### src/hdl/sqrt_pkg.sv
package sqrt_pkg;

  // ==================================================
  // widths and counts
  // ==================================================

  // radicand width, root port has the same width
  localparam int bit_width = 16;

  // one iteration per root bit
  localparam int iter = bit_width / 2;
  localparam int cnt_width = $clog2(iter);

  localparam int tag_width = 4;

  localparam int num_engines = 2;
  // index width for engine pointers and grants
  localparam int eng_width = (num_engines > 1) ? $clog2(num_engines) : 1;

  // ==================================================
  // engine controller states
  // ==================================================
  typedef enum logic [1:0] {
    idle = 2'd0,
    calc = 2'd1,
    done = 2'd2
  } sqrt_state_e;

endpackage

### src/hdl/sqrt_stream_if.sv
`timescale 1ns/1ps

// one valid/ready stream carrying a value and its tag
interface sqrt_stream_if;

  // radicand on the way in, root on the way out
  logic [sqrt_pkg::bit_width-1:0] msg;
  logic [sqrt_pkg::tag_width-1:0] tag;
  logic                           val;
  logic                           rdy;

  modport source (
    output msg,
    output tag,
    output val,
    input  rdy
  );

  modport sink (
    input  msg,
    input  tag,
    input  val,
    output rdy
  );

endinterface

### src/hdl/result_arbiter.sv
`timescale 1ns/1ps

module result_arbiter (
  input logic         clk,
  input logic         reset,
  sqrt_stream_if.sink  eng [sqrt_pkg::num_engines],
  sqrt_stream_if.source bus
);

  logic [sqrt_pkg::bit_width-1:0] msg_arr [sqrt_pkg::num_engines];
  logic [sqrt_pkg::tag_width-1:0] tag_arr [sqrt_pkg::num_engines];
  logic [sqrt_pkg::num_engines-1:0] val_vec;

  logic [sqrt_pkg::eng_width-1:0] grant;
  logic [sqrt_pkg::eng_width-1:0] grant_next;
  logic                           xfer;

  // ==================================================
  // engine side
  // ==================================================
  for (genvar i = 0; i < sqrt_pkg::num_engines; i++) begin : g_eng
    assign msg_arr[i] = eng[i].msg;
    assign tag_arr[i] = eng[i].tag;
    assign val_vec[i] = eng[i].val;
    // only the granted engine sees the bus ready
    assign eng[i].rdy = bus.rdy && (grant == i);
  end

  // ==================================================
  // shared bus
  // ==================================================
  assign bus.msg = msg_arr[grant];
  assign bus.tag = tag_arr[grant];
  assign bus.val = val_vec[grant];

  assign xfer = bus.val && bus.rdy;

  assign grant_next = (grant == sqrt_pkg::num_engines - 1) ? '0 : grant + 1'b1;

  // hold while a result waits, rotate after a transfer or when idle
  always_ff @(posedge clk) begin
    if (reset) begin
      grant <= '0;
    end else if (xfer || !val_vec[grant]) begin
      grant <= grant_next;
    end
  end

endmodule

### src/hdl/sqrt_cluster.sv
`timescale 1ns/1ps

module sqrt_cluster (
  input  logic                           clk,
  input  logic                           reset,
  input  logic [sqrt_pkg::bit_width-1:0] recv_msg,
  input  logic [sqrt_pkg::tag_width-1:0] recv_tag,
  input  logic                           recv_val,
  output logic                           recv_rdy,
  output logic [sqrt_pkg::bit_width-1:0] send_msg,
  output logic [sqrt_pkg::tag_width-1:0] send_tag,
  output logic                           send_val,
  input  logic                           send_rdy
);

  // dispatcher to engines, engines to arbiter, arbiter to output
  sqrt_stream_if eng_in  [sqrt_pkg::num_engines] ();
  sqrt_stream_if eng_out [sqrt_pkg::num_engines] ();
  sqrt_stream_if send_bus ();

  sqrt_dispatch u_dispatch (
    .clk      (clk),
    .reset    (reset),
    .recv_msg (recv_msg),
    .recv_tag (recv_tag),
    .recv_val (recv_val),
    .recv_rdy (recv_rdy),
    .eng      (eng_in)
  );

  for (genvar i = 0; i < sqrt_pkg::num_engines; i++) begin : g_engine
    sqrt_engine u_engine (
      .clk   (clk),
      .reset (reset),
      .in    (eng_in[i]),
      .out   (eng_out[i])
    );
  end

  result_arbiter u_arbiter (
    .clk   (clk),
    .reset (reset),
    .eng   (eng_out),
    .bus   (send_bus)
  );

  assign send_msg     = send_bus.msg;
  assign send_tag     = send_bus.tag;
  assign send_val     = send_bus.val;
  assign send_bus.rdy = send_rdy;

endmodule

### src/hdl/sqrt_control.sv
`timescale 1ns/1ps

module sqrt_control (
  input  logic clk,
  input  logic reset,
  input  logic in_val,
  input  logic out_rdy,
  input  logic step_neg,
  output logic in_rdy,
  output logic out_val,
  output logic load,
  output logic step
);

  sqrt_pkg::sqrt_state_e state;
  sqrt_pkg::sqrt_state_e state_next;

  // counts completed steps in calc
  logic [sqrt_pkg::cnt_width-1:0] cnt;
  logic                           last_step;

  // step_neg only steers the datapath mux, the step count is fixed

  assign last_step = (cnt == (sqrt_pkg::iter - 1));

  // ==================================================
  // next state
  // ==================================================
  always_comb begin
    state_next = state;
    case (state)
      sqrt_pkg::idle: begin
        if (in_val) begin
          state_next = sqrt_pkg::calc;
        end
      end
      sqrt_pkg::calc: begin
        if (last_step) begin
          state_next = sqrt_pkg::done;
        end
      end
      sqrt_pkg::done: begin
        // leave once the arbiter takes the result
        if (out_rdy) begin
          state_next = sqrt_pkg::idle;
        end
      end
      default: begin
        state_next = sqrt_pkg::idle;
      end
    endcase
  end

  // ==================================================
  // state and counter
  // ==================================================
  always_ff @(posedge clk) begin
    if (reset) begin
      state <= sqrt_pkg::idle;
      cnt   <= '0;
    end else begin
      state <= state_next;
      if (state == sqrt_pkg::calc) begin
        cnt <= cnt + 1'b1;
      end else begin
        cnt <= '0;
      end
    end
  end

  // handshake and datapath strobes
  assign in_rdy  = (state == sqrt_pkg::idle);
  assign out_val = (state == sqrt_pkg::done);
  assign load    = in_rdy && in_val;
  assign step    = (state == sqrt_pkg::calc);

endmodule

### src/hdl/sqrt_datapath.sv
`timescale 1ns/1ps

module sqrt_datapath (
  input  logic                           clk,
  input  logic                           load,
  input  logic                           step,
  input  logic [sqrt_pkg::bit_width-1:0] radicand,
  output logic                           step_neg,
  output logic [sqrt_pkg::bit_width-1:0] root
);

  // radicand bits not yet consumed, top pair first
  logic [sqrt_pkg::bit_width-1:0] x;
  // partial root
  logic [sqrt_pkg::bit_width-1:0] q;
  // partial remainder, two bits wider than the radicand
  logic [sqrt_pkg::bit_width+1:0] ac;

  logic [sqrt_pkg::bit_width+1:0] ac_shift;
  logic [sqrt_pkg::bit_width+1:0] trial;

  // ==================================================
  // trial subtract
  // ==================================================

  // bring down the next two radicand bits
  assign ac_shift = {ac[sqrt_pkg::bit_width-1:0], x[sqrt_pkg::bit_width-1 -: 2]};

  // subtract 4q + 1
  assign trial = ac_shift - {q, 2'b01};

  // msb set means the trial went negative
  assign step_neg = trial[sqrt_pkg::bit_width+1];

  // ==================================================
  // registers
  // ==================================================
  always_ff @(posedge clk) begin
    if (load) begin
      x  <= radicand;
      q  <= '0;
      ac <= '0;
    end else if (step) begin
      x <= {x[sqrt_pkg::bit_width-3:0], 2'b00};
      if (step_neg) begin
        // trial failed, keep the shifted remainder
        ac <= ac_shift;
        q  <= {q[sqrt_pkg::bit_width-2:0], 1'b0};
      end else begin
        ac <= trial;
        q  <= {q[sqrt_pkg::bit_width-2:0], 1'b1};
      end
    end
  end

  // upper half stays zero after iter steps
  assign root = q;

endmodule

### src/hdl/sqrt_dispatch.sv
`timescale 1ns/1ps

module sqrt_dispatch (
  input  logic                           clk,
  input  logic                           reset,
  input  logic [sqrt_pkg::bit_width-1:0] recv_msg,
  input  logic [sqrt_pkg::tag_width-1:0] recv_tag,
  input  logic                           recv_val,
  output logic                           recv_rdy,
  sqrt_stream_if.source                  eng [sqrt_pkg::num_engines]
);

  logic [sqrt_pkg::num_engines-1:0] rdy_vec;

  // engine preferred for the next load
  logic [sqrt_pkg::eng_width-1:0] ptr;
  logic [sqrt_pkg::eng_width-1:0] sel;
  logic [sqrt_pkg::eng_width-1:0] cand;
  logic                           found;

  // fan out payload, steer val to one engine
  for (genvar i = 0; i < sqrt_pkg::num_engines; i++) begin : g_eng
    assign rdy_vec[i] = eng[i].rdy;
    assign eng[i].msg = recv_msg;
    assign eng[i].tag = recv_tag;
    assign eng[i].val = recv_val && found && (sel == i);
  end

  // first ready engine, searching from ptr
  always_comb begin
    found = 1'b0;
    sel   = ptr;
    cand  = ptr;
    for (int k = 0; k < sqrt_pkg::num_engines; k++) begin
      if (!found && rdy_vec[cand]) begin
        found = 1'b1;
        sel   = cand;
      end
      if (cand == sqrt_pkg::num_engines - 1) begin
        cand = '0;
      end else begin
        cand = cand + 1'b1;
      end
    end
  end

  assign recv_rdy = found;

  always_ff @(posedge clk) begin
    if (reset) begin
      ptr <= '0;
    end else if (recv_val && found) begin
      ptr <= (sel == sqrt_pkg::num_engines - 1) ? '0 : sel + 1'b1;
    end
  end

endmodule

### src/hdl/sqrt_engine.sv
`timescale 1ns/1ps

module sqrt_engine (
  input logic          clk,
  input logic          reset,
  sqrt_stream_if.sink   in,
  sqrt_stream_if.source out
);

  logic load;
  logic step;
  logic step_neg;

  // tag rides along with the item in flight
  logic [sqrt_pkg::tag_width-1:0] tag_q;

  sqrt_datapath u_dpath (
    .clk      (clk),
    .load     (load),
    .step     (step),
    .radicand (in.msg),
    .step_neg (step_neg),
    .root     (out.msg)
  );

  sqrt_control u_ctrl (
    .clk      (clk),
    .reset    (reset),
    .in_val   (in.val),
    .out_rdy  (out.rdy),
    .step_neg (step_neg),
    .in_rdy   (in.rdy),
    .out_val  (out.val),
    .load     (load),
    .step     (step)
  );

  always_ff @(posedge clk) begin
    if (load) begin
      tag_q <= in.tag;
    end
  end

  assign out.tag = tag_q;

endmodule

### config.mk
export PLATFORM = sky130hd
export DESIGN_NAME = sqrt_cluster
export DESIGN_NICKNAME = d
export VERILOG_FILES = /design/src/hdl/sqrt_pkg.sv /design/src/hdl/sqrt_stream_if.sv /design/src/hdl/result_arbiter.sv /design/src/hdl/sqrt_cluster.sv /design/src/hdl/sqrt_control.sv /design/src/hdl/sqrt_datapath.sv /design/src/hdl/sqrt_dispatch.sv /design/src/hdl/sqrt_engine.sv
export SDC_FILE = /design/constraint.sdc
export NUM_CORES = 1
export LEC_CHECK = 0
export BUFFER_PORTS_ARGS = -buffer_cell sky130_fd_sc_hd__buf_2
export CAP_MARGIN = 25
export CORE_MARGIN = 2
export CORE_UTILIZATION = 30
export DETAILED_ROUTE_END_ITERATION = 10
export GPL_ROUTABILITY_DRIVEN = 0
export PLACE_DENSITY_LB_ADDON = 0.3
export SYNTH_ARGS = -nofsm -noshare
export SYNTH_HDL_FRONTEND = slang
export SYNTH_SLANG_ARGS = --single-unit
### constraint.sdc
create_clock -name clk -period 2.4 [get_ports clk]
set_input_delay 0 -clock clk [delete_from_list [all_inputs] [get_ports clk]]
set_output_delay 0 -clock clk [all_outputs]
set_load 0.01 [all_outputs]
; Word level (Yosys, flattened, before mapping)
; Cells that the tools add are included.
[word_totals]
regBits = 116
wordCells = 96
out_inout_bits = 22
in_bits = 24
[op_classes]
bitwise = 5
addsub = 7
n_mux = 34
magnitude_cmp = 4
eq_ne = 12
reduce_logical = 20
[ops]
columns = op, count
row1 = 16-bit 2-to-1 mux, 9
row2 = 18-bit subtractor, 2
row3 = 1-bit 2-to-1 mux, 14
row4 = 2-bit 2-to-1 mux, 6
row5 = 4-bit 2-to-1 mux, 3
row6 = 2-bit one-hot mux with 3 select lines, 2
row7 = 1-bit logical AND, 9
row8 = 2-bit != test (second input constant), 4
row9 = 3-bit by 1-bit adder with 3-bit output (second input constant), 2
row10 = 3-bit equality test (second input constant), 2
row11 = 1-bit by 2-bit < comparator with 1-bit output (second input constant), 3
row12 = 3-bit AND reduction, 2
row13 = 2-bit by 1-bit equality test with 1-bit output (second input constant), 2
row14 = 2-bit equality test (second input constant), 2
row15 = 2-bit zero test, 2
row16 = 2-bit by 1-bit != test with 1-bit output (second input constant), 2
row17 = 1-bit inverter, 4
row18 = 2-bit nonzero test, 2
row19 = 2-bit OR reduction, 2
row20 = 1-bit adder (second input constant), 3
row21 = 2-bit >= comparator (second input constant), 1
row22 = 1-bit zero test, 2
row23 = 1-bit inverter with 2-bit output, 1
row24 = 1-bit logical OR, 1

; Depth between registers and ports, before layout
; Gate-level depths: netlist of the first run.
[depth]
word_depth = 11
depth_mapped = 11
ltp_nobuf = 9

; Cells and area by module
; A second synthesis of the first run with hierarchy kept.
[hier_totals]
hier_cells = 725
area_unflattened_um2 = 7093.1
[modules_own_cells]
columns = mod, area_per_inst_um2, seq_area_each_um2, n_inst, cells_each
row1 = sqrt_datapath, 2825.2, 1121.1, 2, 298
row2 = sqrt_control, 219.0, 100.1, 2, 20
row3 = result_arbiter, 395.4, 20.0, 1, 31
row4 = sqrt_dispatch, 369.1, 20.0, 1, 50
row5 = sqrt_engine, 120.1, 120.1, 2, 4

; Worst setup path after synthesis of the first run
; No wires, ideal clock.
[synth_timing]
path_kind = reg2reg
from = reg g_engine[0].u_engine.u_dpath.q, in the netlist g_engine[0].u_engine.u_dpath.root[8]
to = reg g_engine[0].u_engine.u_dpath.ac[10] in the netlist's numbering
path_stages_with_launch = 12
setup_ns = 0.136
arrival_time_ns = 2.288
synth_period_minus_slack_ns = 2.424
n_path_buf = 2
slack_ns = -0.024
cell_sequence = dfxtp_1 -> inv_1 -> ha_1 -> clkbuf_1 -> nand4_1 -> nor2_1 -> or2_1 -> o31a_1 -> nor2_4 -> buf_6 -> mux2i_1 -> o22ai_1
[synth_between]
elab_chain_cells = 2
[synth_rtl]
columns = item, line
row1 = "start, declared", sqrt_datapath.sv:15  ; logic [sqrt_pkg::bit_width-1:0] q;
row2 = "start signal, assigned", sqrt_datapath.sv:48  ; q <= {q[sqrt_pkg::bit_width-2:0], 1'b0};
row3 = "start signal, assigned", sqrt_datapath.sv:51  ; q <= {q[sqrt_pkg::bit_width-2:0], 1'b1};
row4 = 18-bit subtractor, sqrt_datapath.sv:30  ; assign trial = ac_shift - {q, 2'b01};
row5 = 16-bit 2-to-1 mux, sqrt_datapath.sv:45  ; if (step_neg) begin
row6 = "end signal, assigned", sqrt_datapath.sv:47  ; ac <= ac_shift;
row7 = "end signal, assigned", sqrt_datapath.sv:50  ; ac <= trial;
row8 = "end, declared", sqrt_datapath.sv:17  ; logic [sqrt_pkg::bit_width+1:0] ac;
; Every way passes these cells.
; A chain may end at the register's enable or synchronous reset.

; Worst setup path in the final report of the first run
[layout_timing]
from = reg g_engine[1].u_engine.u_dpath.q, in the netlist g_engine[1].u_engine.u_dpath.root[2]
to = reg g_engine[1].u_engine.u_dpath.ac[7] in the netlist's numbering
[layout_between]
elab_chain_cells = 2
[layout_rtl]
columns = item, line
row1 = "start, declared", sqrt_datapath.sv:15
row2 = "start signal, assigned", sqrt_datapath.sv:48
row3 = "start signal, assigned", sqrt_datapath.sv:51
row4 = 18-bit subtractor, sqrt_datapath.sv:30
row5 = 16-bit 2-to-1 mux, sqrt_datapath.sv:45
row6 = "end signal, assigned", sqrt_datapath.sv:47
row7 = "end signal, assigned", sqrt_datapath.sv:50
row8 = "end, declared", sqrt_datapath.sv:17
; Every way passes these cells.

==> flow_metrics.py, run 1 <==
metrics = {
    "status": {
        "status": "finished, violations left",
        "failed_checks": "setup timing",
    },
    "detailed_routing": {
        "drtIter0Drc": 288,
        "ant_nets": 0,
        "drt_first_pass_iters": 6,
        "wirelength_um": 15500,
        "drcViolationCount": 0,
        "via_per_inst": 4.74,
        "num_vias": 5256,
        "post_drt_wl_per_cell_um": 14.0,
    },
    "global_route": {
        "antenna_found_initial": 0,
        "grt_usage_pct": 14.2,
        "grt_max_degree": 39,
        "grt_pass1_vias": 4999,
        "grt_pass1_wl_um": 24800,
        "grt_overflow": 0,
    },
    "die": {
        "initial_core_util_pct": 30.3,
        "boundaryPins": 46,
        "dieArea_mm2": 0.0223,
        "rows": 53,
        "fp.dieH_um": 149,
        "die_w_um": 149,
        "core_mm2": 0.0209,
    },
    "worst_setup_path": {
        "critPathRequiredTime_ns": 2.66,
        "critical_path.startpoint_type": "register",
        "cp_cell_sequence": "inv_2, ha_4, or3_4, o22ai_4, a22oi_2, a21o_1, a311o_2, buf_12, mux2i_1, o22ai_1",
        "crit_arrival_ns": 2.70,
        "reg2reg_setup_slack_ns": -0.04,
        "rr_worst_depth": 10,
        "rr_endpoint": "g_engine[1].u_engine.u_dpath.ac[7]",
        "slowest_stage": "or3_4",
        "r2r-start": "g_engine[1].u_engine.u_dpath.root[2]",
        "cp-end-kind": "register",
        "critPathKind": "register to register",
        "cpLargestDelayFamily": "compound AO/OA/AOI/OAI gates",
        "path_max_fanout": 7,
        "cpPeakStageDelay_ns": 0.39,
        "cp.buffers_inverters": 2,
    },
    "sta": {
        "holdWs_ns": 0.304,
        "setup_ws_ns": -0.0385,
        "hold_violations": 0,
        "fmax_mhz": 410,
        "finalCriticalPeriod_ns": 2.44,
        "relSlewSlack_pct": 55.8,
        "final-max-slew-violation-count": 0,
        "setup_viol": 4,
        "rsz0062_at_grt": "true",
        "clock_skew_ns": 0.0102,
        "worstMarginPinSlew_ns": 0.664,
        "final.period_utilization_pct": 102,
    },
    "placement": {
        "dpl.hpwl_um": 10700,
        "place_area_mm2": 0.00738,
        "io_buffers": 45,
        "dp_slack_ns": -0.0718,
    },
    "worst_hold_path": {
        "hp-start": "recv_tag[1]",
        "hp-class": "input pin to register",
        "holdPathEnd": "g_engine[1].u_engine.out.tag[1]",
        "worstHoldPathCells": 2,
    },
    "clocking": {
        "cts_max_path_buffers": 2,
        "clock_latency_ns": 0.43,
        "cts.sinks": 116,
        "htreeDepth": 4,
        "numCtsBuffers": 17,
        "root_buffer": "clkbuf_16",
        "cts_tree": "built",
        "path_clk_slew_ns": 0.06,
    },
    "yosys": {
        "synth_cell_type_count": 64,
        "synth_compound_area_share_pct": 17.8,
        "synth.area.mux_share_pct": 10.0,
        "yosysSeqAreaShare_pct": 43.0,
        "syn_nets": 736,
        "synth_area_leader_cell": "dfxtp_1",
        "synth_edf_count": 40,
        "synth-xor-area-share_pct": 3.74,
        "synth_ff_type": "dfxtp_1",
        "syn_area_mm2": 0.00633,
        "postSynthAreaPerCell_um2": 9.36,
        "synth_top_area_share_pct": 24.0,
        "yosys.area_share.simple_pct": 13.1,
        "synth_top_family_by_area": "compound AO/OA/AOI/OAI gates",
        "async_reset_ff_share_pct": 0,
        "postSynthCellCount": 676,
        "ys_warn_count": 0,
        "ys_ff_latch": 116,
        "yosys.area_share.adder_pct": 7.12,
        "ys_top_cells_by_area": "dfxtp_1 24%, edfxtp_1 19%, ha_1 7.1%",
    },
    "final_layout": {
        "antenna_cells": 0,
        "layout_common_cells": "95 x nand2_1, 80 x buf_4, 63 x dfxtp_1",
        "final-seq-area_mm2": 0.00274,
        "final_nets": 881,
        "multi_input_area_mm2": 0.00367,
        "finalInstanceArea_mm2": 0.00877,
        "drive_gt1_share_pct": 34.3,
        "nFillCells": 2079,
        "area_growth_pct": 38.6,
        "fin_util_pct": 42.0,
        "layout_commonest_cell": "nand2_1",
    },
    "pwr": {
        "swShare_pct": 38.5,
        "cell_internal_pwr_mw": 9.36,
        "p_per_area_mw_per_mm2": 1730,
        "p_switching_mw": 5.85,
        "pwr-share-seq_pct": 18.5,
        "p_leak_nw": 3.52,
        "pwr-share-clk_pct": 16.7,
        "combPwrFrac_pct": 64.8,
        "irDropWorstVdd_v": 0.000904,
    },
    "flow_run": {
        "cap_violations": 0,
    },
}
[worst reg2reg max path: cells and delay by family, from the launching register on]
family | cells | cell delay [ns]
fa+ha+maj | 1 | 0.16
buf+inv | 2 | 0.24
flops | 1 | 0.33
compound gates | 5 | 1.02
simple gates | 1 | 0.39
mux | 1 | 0.16
[flip-flops by register name (all words and copies together) (netlist names)]
| name | count |
|---|---|
| g_engine.u_engine.u_dpath.root | 32 |
| g_engine.u_engine.u_dpath.x | 32 |
| g_engine.u_engine.u_dpath.ac | 32 |
| g_engine.u_engine.u_ctrl.state | 4 |
| u_dispatch.ptr | 1 |
| g_engine.u_engine.out.tag | 8 |
| u_arbiter.grant | 1 |
| g_engine.u_engine.u_ctrl.cnt | 6 |
[stage by stage]
step / TNS [ns] / std cells / total power [mW]
4_1_cts: -0.0503 / 1100 / 13.9
6_report: -0.0791 / 1109 / 15.2
3_5_place_dp: -0.309 / 1041 / 10.5
5_1_grt: -1.59 / 1109 / 16.3
3_3_place_gp: -0.0731 / 1041 / 10.4
2_1_floorplan: 0 / 676 / 8.23
[kinds of logic after synthesis]
family | after synthesis
adder cells (fa/ha/maj) | 36
AND/OR/NAND/NOR | 183
flip-flops | 116
buffers and inverters | 81
AO/OA/AOI/OAI | 174
multiplexers | 59
XOR/XNOR | 27
[layer usage]
layer | vias up | GRT usage (%) | routed length [um]
li1 | 2718 | - | -
met1 | 2426 | 19.7 | 7900
met2 | 94 | 21.7 | 6790
met3 | 18 | 3.03 | 618
met4 | 0 | 5.43 | 240
met5 | - | 0 | 0
[worst max path at each step]
| stage | start | end | slack, ns | cells after the start |
|---|---|---|---|---|
| after global placement | g_engine[0].u_engine.u_dpath.root[2] | g_engine[0].u_engine.u_dpath.ac[15] | -0.05 | 9 |
| after detailed placement | g_engine[0].u_engine.u_dpath.root[1] | g_engine[0].u_engine.u_dpath.ac[15] | -0.07 | 9 |
| final | g_engine[1].u_engine.u_dpath.root[2] | g_engine[1].u_engine.u_dpath.ac[7] | -0.04 | 10 |
| after floorplan | g_engine[0].u_engine.u_dpath.root[1] | g_engine[0].u_engine.u_dpath.ac[15] | 0.008 | 9 |
| after global routing | g_engine[1].u_engine.u_dpath.root[2] | g_engine[1].u_engine.u_dpath.ac[7] | -0.16 | 10 |
| after CTS | g_engine[0].u_engine.u_dpath.root[2] | g_engine[0].u_engine.u_dpath.ac[2] | -0.03 | 11 |
[cells in the mapped netlist (all sizes together), types with 4 or more instances]
cell     n
a21oi   27
nand2   97
xor2     6
o211a    4
nor2    37
o31ai    6
buf      5
o22ai   44
mux2i   25
edfxtp  40
or3      4
clkbuf  28
nor3    10
o211ai   4
dfxtp   76
o21a     8
o21ai   51
ha      36
nand2b   5
nor3b    4
and2     6
mux2    34
nor2b    6
inv     48
nand3    4
xnor2   21
[power by group through the flow]
stage                     logic, mW  clock network (mW)  registers, mW
after global placement         7.65                   0           2.78
final                          9.85                2.54           2.82
after global routing           10.7                2.71           2.87
after floorplan                5.52                   0           2.71
after detailed placement       7.69                   0           2.79
after CTS                      8.50                2.60           2.78
[cell type report]
cell class,count,area share [%]
inverter,48,2.08
timing repair buffer,159,14.2
multi-input combinational,479,41.8
tap,275,3.92
clock buffer,17,4.85
clock inverter,15,1.83
sequential,116,31.2
[timing repair]
action	CTS	global route
cloned	1	1
hold endpoints to repair	52	0
resized for setup	28	79
buffers inserted	3	9
hold buffers	23	0
setup endpoints to repair	19	33
pin swaps	10	32
(Power assumes the default switching activity.)
==> run 2: changes to the inputs <==
--- a/config.mk
+++ b/config.mk
@@ -15,3 +15,4 @@
 export SYNTH_ARGS = -nofsm -noshare
 export SYNTH_HDL_FRONTEND = slang
 export SYNTH_SLANG_ARGS = --single-unit
+export TNS_END_PERCENT = 5
==> constraint.sdc (replaced) <==
create_clock -name clk -period 2.1 [get_ports clk]
set_input_delay 0 -clock clk [delete_from_list [all_inputs] [get_ports clk]]
set_output_delay 0 -clock clk [all_outputs]
set_load 0.01 [all_outputs]
==> run 2 against run 1 <==
The run still ends with setup timing left. Largest power group unchanged. Sequential share of layout area down 1.7 points. Non-clock buffer count up 74. Global-route usage rose by 0.94 points. Largest cell class unchanged. Critical path depth unchanged. Utilization up 2.3 points.
==> flow_metrics.py, run 2 (same netlist as run 1, synthesis figures left out) <==
metrics = {
    "die": {
        "core_mm2": 0.0209,
        "initial_core_util_pct": 30.3,
        "dieArea_mm2": 0.0223,
        "die_w_um": 149,
        "boundaryPins": 46,
        "rows": 53,
        "fp.dieH_um": 149,
    },
    "worst_hold_path": {
        "hp-class": "input pin to register",
        "hp-start": "recv_tag[3]",
        "holdPathEnd": "g_engine[0].u_engine.out.tag[3]",
        "worstHoldPathCells": 2,
    },
    "sta": {
        "setup_viol": 34,
        "worstMarginPinSlew_ns": 0.578,
        "clock_skew_ns": 0.0111,
        "relSlewSlack_pct": 61.5,
        "final.period_utilization_pct": 114,
        "rsz0062_at_grt": "true",
        "holdWs_ns": 0.311,
        "finalCriticalPeriod_ns": 2.40,
        "fmax_mhz": 416,
        "hold_violations": 0,
        "setup_ws_ns": -0.302,
        "final-max-slew-violation-count": 0,
    },
    "detailed_routing": {
        "ant_nets": 0,
        "drcViolationCount": 0,
        "drtIter0Drc": 170,
        "post_drt_wl_per_cell_um": 13.4,
        "drt_first_pass_iters": 6,
        "num_vias": 5503,
        "via_per_inst": 4.65,
        "wirelength_um": 15900,
    },
    "worst_setup_path": {
        "rr_endpoint": "g_engine[0].u_engine.u_dpath.ac[1]",
        "critPathKind": "register to register",
        "rr_worst_depth": 10,
        "cp.buffers_inverters": 2,
        "crit_arrival_ns": 2.74,
        "slowest_stage": "nor4_4",
        "critPathRequiredTime_ns": 2.44,
        "path_max_fanout": 8,
        "reg2reg_setup_slack_ns": -0.30,
        "critical_path.startpoint_type": "register",
        "cp_cell_sequence": "inv_2, ha_4, o211ai_2, o211a_4, nor4_4, o31a_1, nor2_4, buf_12, mux2_4, o22ai_2",
        "cp-end-kind": "register",
        "r2r-start": "g_engine[0].u_engine.u_dpath.root[2]",
        "cpPeakStageDelay_ns": 0.39,
        "cpLargestDelayFamily": "compound AO/OA/AOI/OAI gates",
    },
    "clocking": {
        "clock_latency_ns": 0.42,
        "cts_tree": "built",
        "root_buffer": "clkbuf_16",
        "numCtsBuffers": 17,
        "htreeDepth": 4,
        "path_clk_slew_ns": 0.06,
        "cts_max_path_buffers": 2,
        "cts.sinks": 116,
    },
    "final_layout": {
        "fin_util_pct": 44.3,
        "layout_commonest_cell": "buf_4",
        "antenna_cells": 0,
        "area_growth_pct": 46.2,
        "multi_input_area_mm2": 0.00367,
        "drive_gt1_share_pct": 38.7,
        "final-seq-area_mm2": 0.00273,
        "layout_common_cells": "157 x buf_4, 95 x nand2_1, 69 x dfxtp_1",
        "nFillCells": 2036,
        "final_nets": 955,
        "fin_cells": 1183,
        "finalInstanceArea_mm2": 0.00925,
    },
    "status": {
        "failed_checks": "setup timing",
        "status": "finished, violations left",
    },
    "global_route": {
        "grt_overflow": 0,
        "grt_pass1_vias": 5646,
        "grt_usage_pct": 15.2,
        "grt_max_degree": 53,
        "antenna_found_initial": 0,
        "grt_pass1_wl_um": 26800,
    },
    "pwr": {
        "p_leak_nw": 3.84,
        "p_per_area_mw_per_mm2": 1860,
        "irDropWorstVdd_v": 0.000904,
    },
    "placement": {
        "dp_slack_ns": -0.390,
        "dpl.hpwl_um": 11500,
        "place_area_mm2": 0.00806,
        "io_buffers": 45,
        "dp_cells": 1123,
    },
    "flow_run": {
        "cap_violations": 0,
    },
}
run 2: final cells by class:
type	count	area share [%]
clock inverter	15	1.46
inverter	48	1.95
multi-input combinational	479	39.7
sequential	116	29.5
tap	275	3.72
timing repair buffer	233	19.1
clock buffer	17	4.60
run 2: worst reg2reg max path, stage by stage (launching register included):
cell and delay, ns:
dfxtp_2 0.33, inv_2 0.05, ha_4 0.27, o211ai_2 0.09
o211a_4 0.29, nor4_4 0.39, o31a_1 0.26, nor2_4 0.07
buf_12 0.15, mux2_4 0.30, o22ai_2 0.11
run 2: timing repair:
action | CTS | global route
pin swaps | 24 | 13
hold buffers | 24 | 0
gates resized for setup | 61 | 27
setup buffers | 2 | 2
cloned | 1 | 0
setup endpoints to repair | 34 | 34
endpoints found under the hold margin | 52 | 0
run 2: where the power goes:
part | internal (mW) | leakage, nW | total (mW) | switching [mW]
logic | 6.19 | 2.56 | 11.3 | 5.09
registers | 2.85 | 1.01 | 3.16 | 0.305
clock network | 1.56 | 0.280 | 2.76 | 1.20
run 2: worst max path at each step:
stage / from / to / slack [ns] / cells after the start
global route: g_engine[0].u_engine.u_dpath.root[2] / g_engine[0].u_engine.u_dpath.ac[1] / -0.39 / 10
CTS: g_engine[0].u_engine.u_dpath.root[2] / g_engine[0].u_engine.u_dpath.ac[11] / -0.28 / 11
finish: g_engine[0].u_engine.u_dpath.root[2] / g_engine[0].u_engine.u_dpath.ac[1] / -0.30 / 10
detailed placement: g_engine[0].u_engine.u_dpath.root[2] / g_engine[0].u_engine.u_dpath.ac[15] / -0.39 / 9
floorplan: g_engine[1].u_engine.u_dpath.root[0] / g_engine[1].u_engine.u_dpath.ac[4] / -0.28 / 11
global placement: g_engine[0].u_engine.u_dpath.root[1] / g_engine[0].u_engine.u_dpath.ac[15] / -0.34 / 9
run 2: stage by stage:
stage          total power, mW  TNS (ns)
2_1_floorplan             9.50     -6.05
3_3_place_gp              12.9     -8.35
3_5_place_dp              12.9     -8.96
4_1_cts                   17.2     -6.34
5_1_grt                   18.5     -9.57
6_report                  17.2     -5.78
run 2: layer usage:
metal | global-route usage, % | vias up | part of all wire [%]
met2 | 25.9 | 78 | 48
li1 | - | 2871 | -
met5 | 0 | - | 0
met3 | 3.73 | 14 | 3.2
met4 | 4.43 | 0 | 1.1
met1 | 18.9 | 2540 | 48
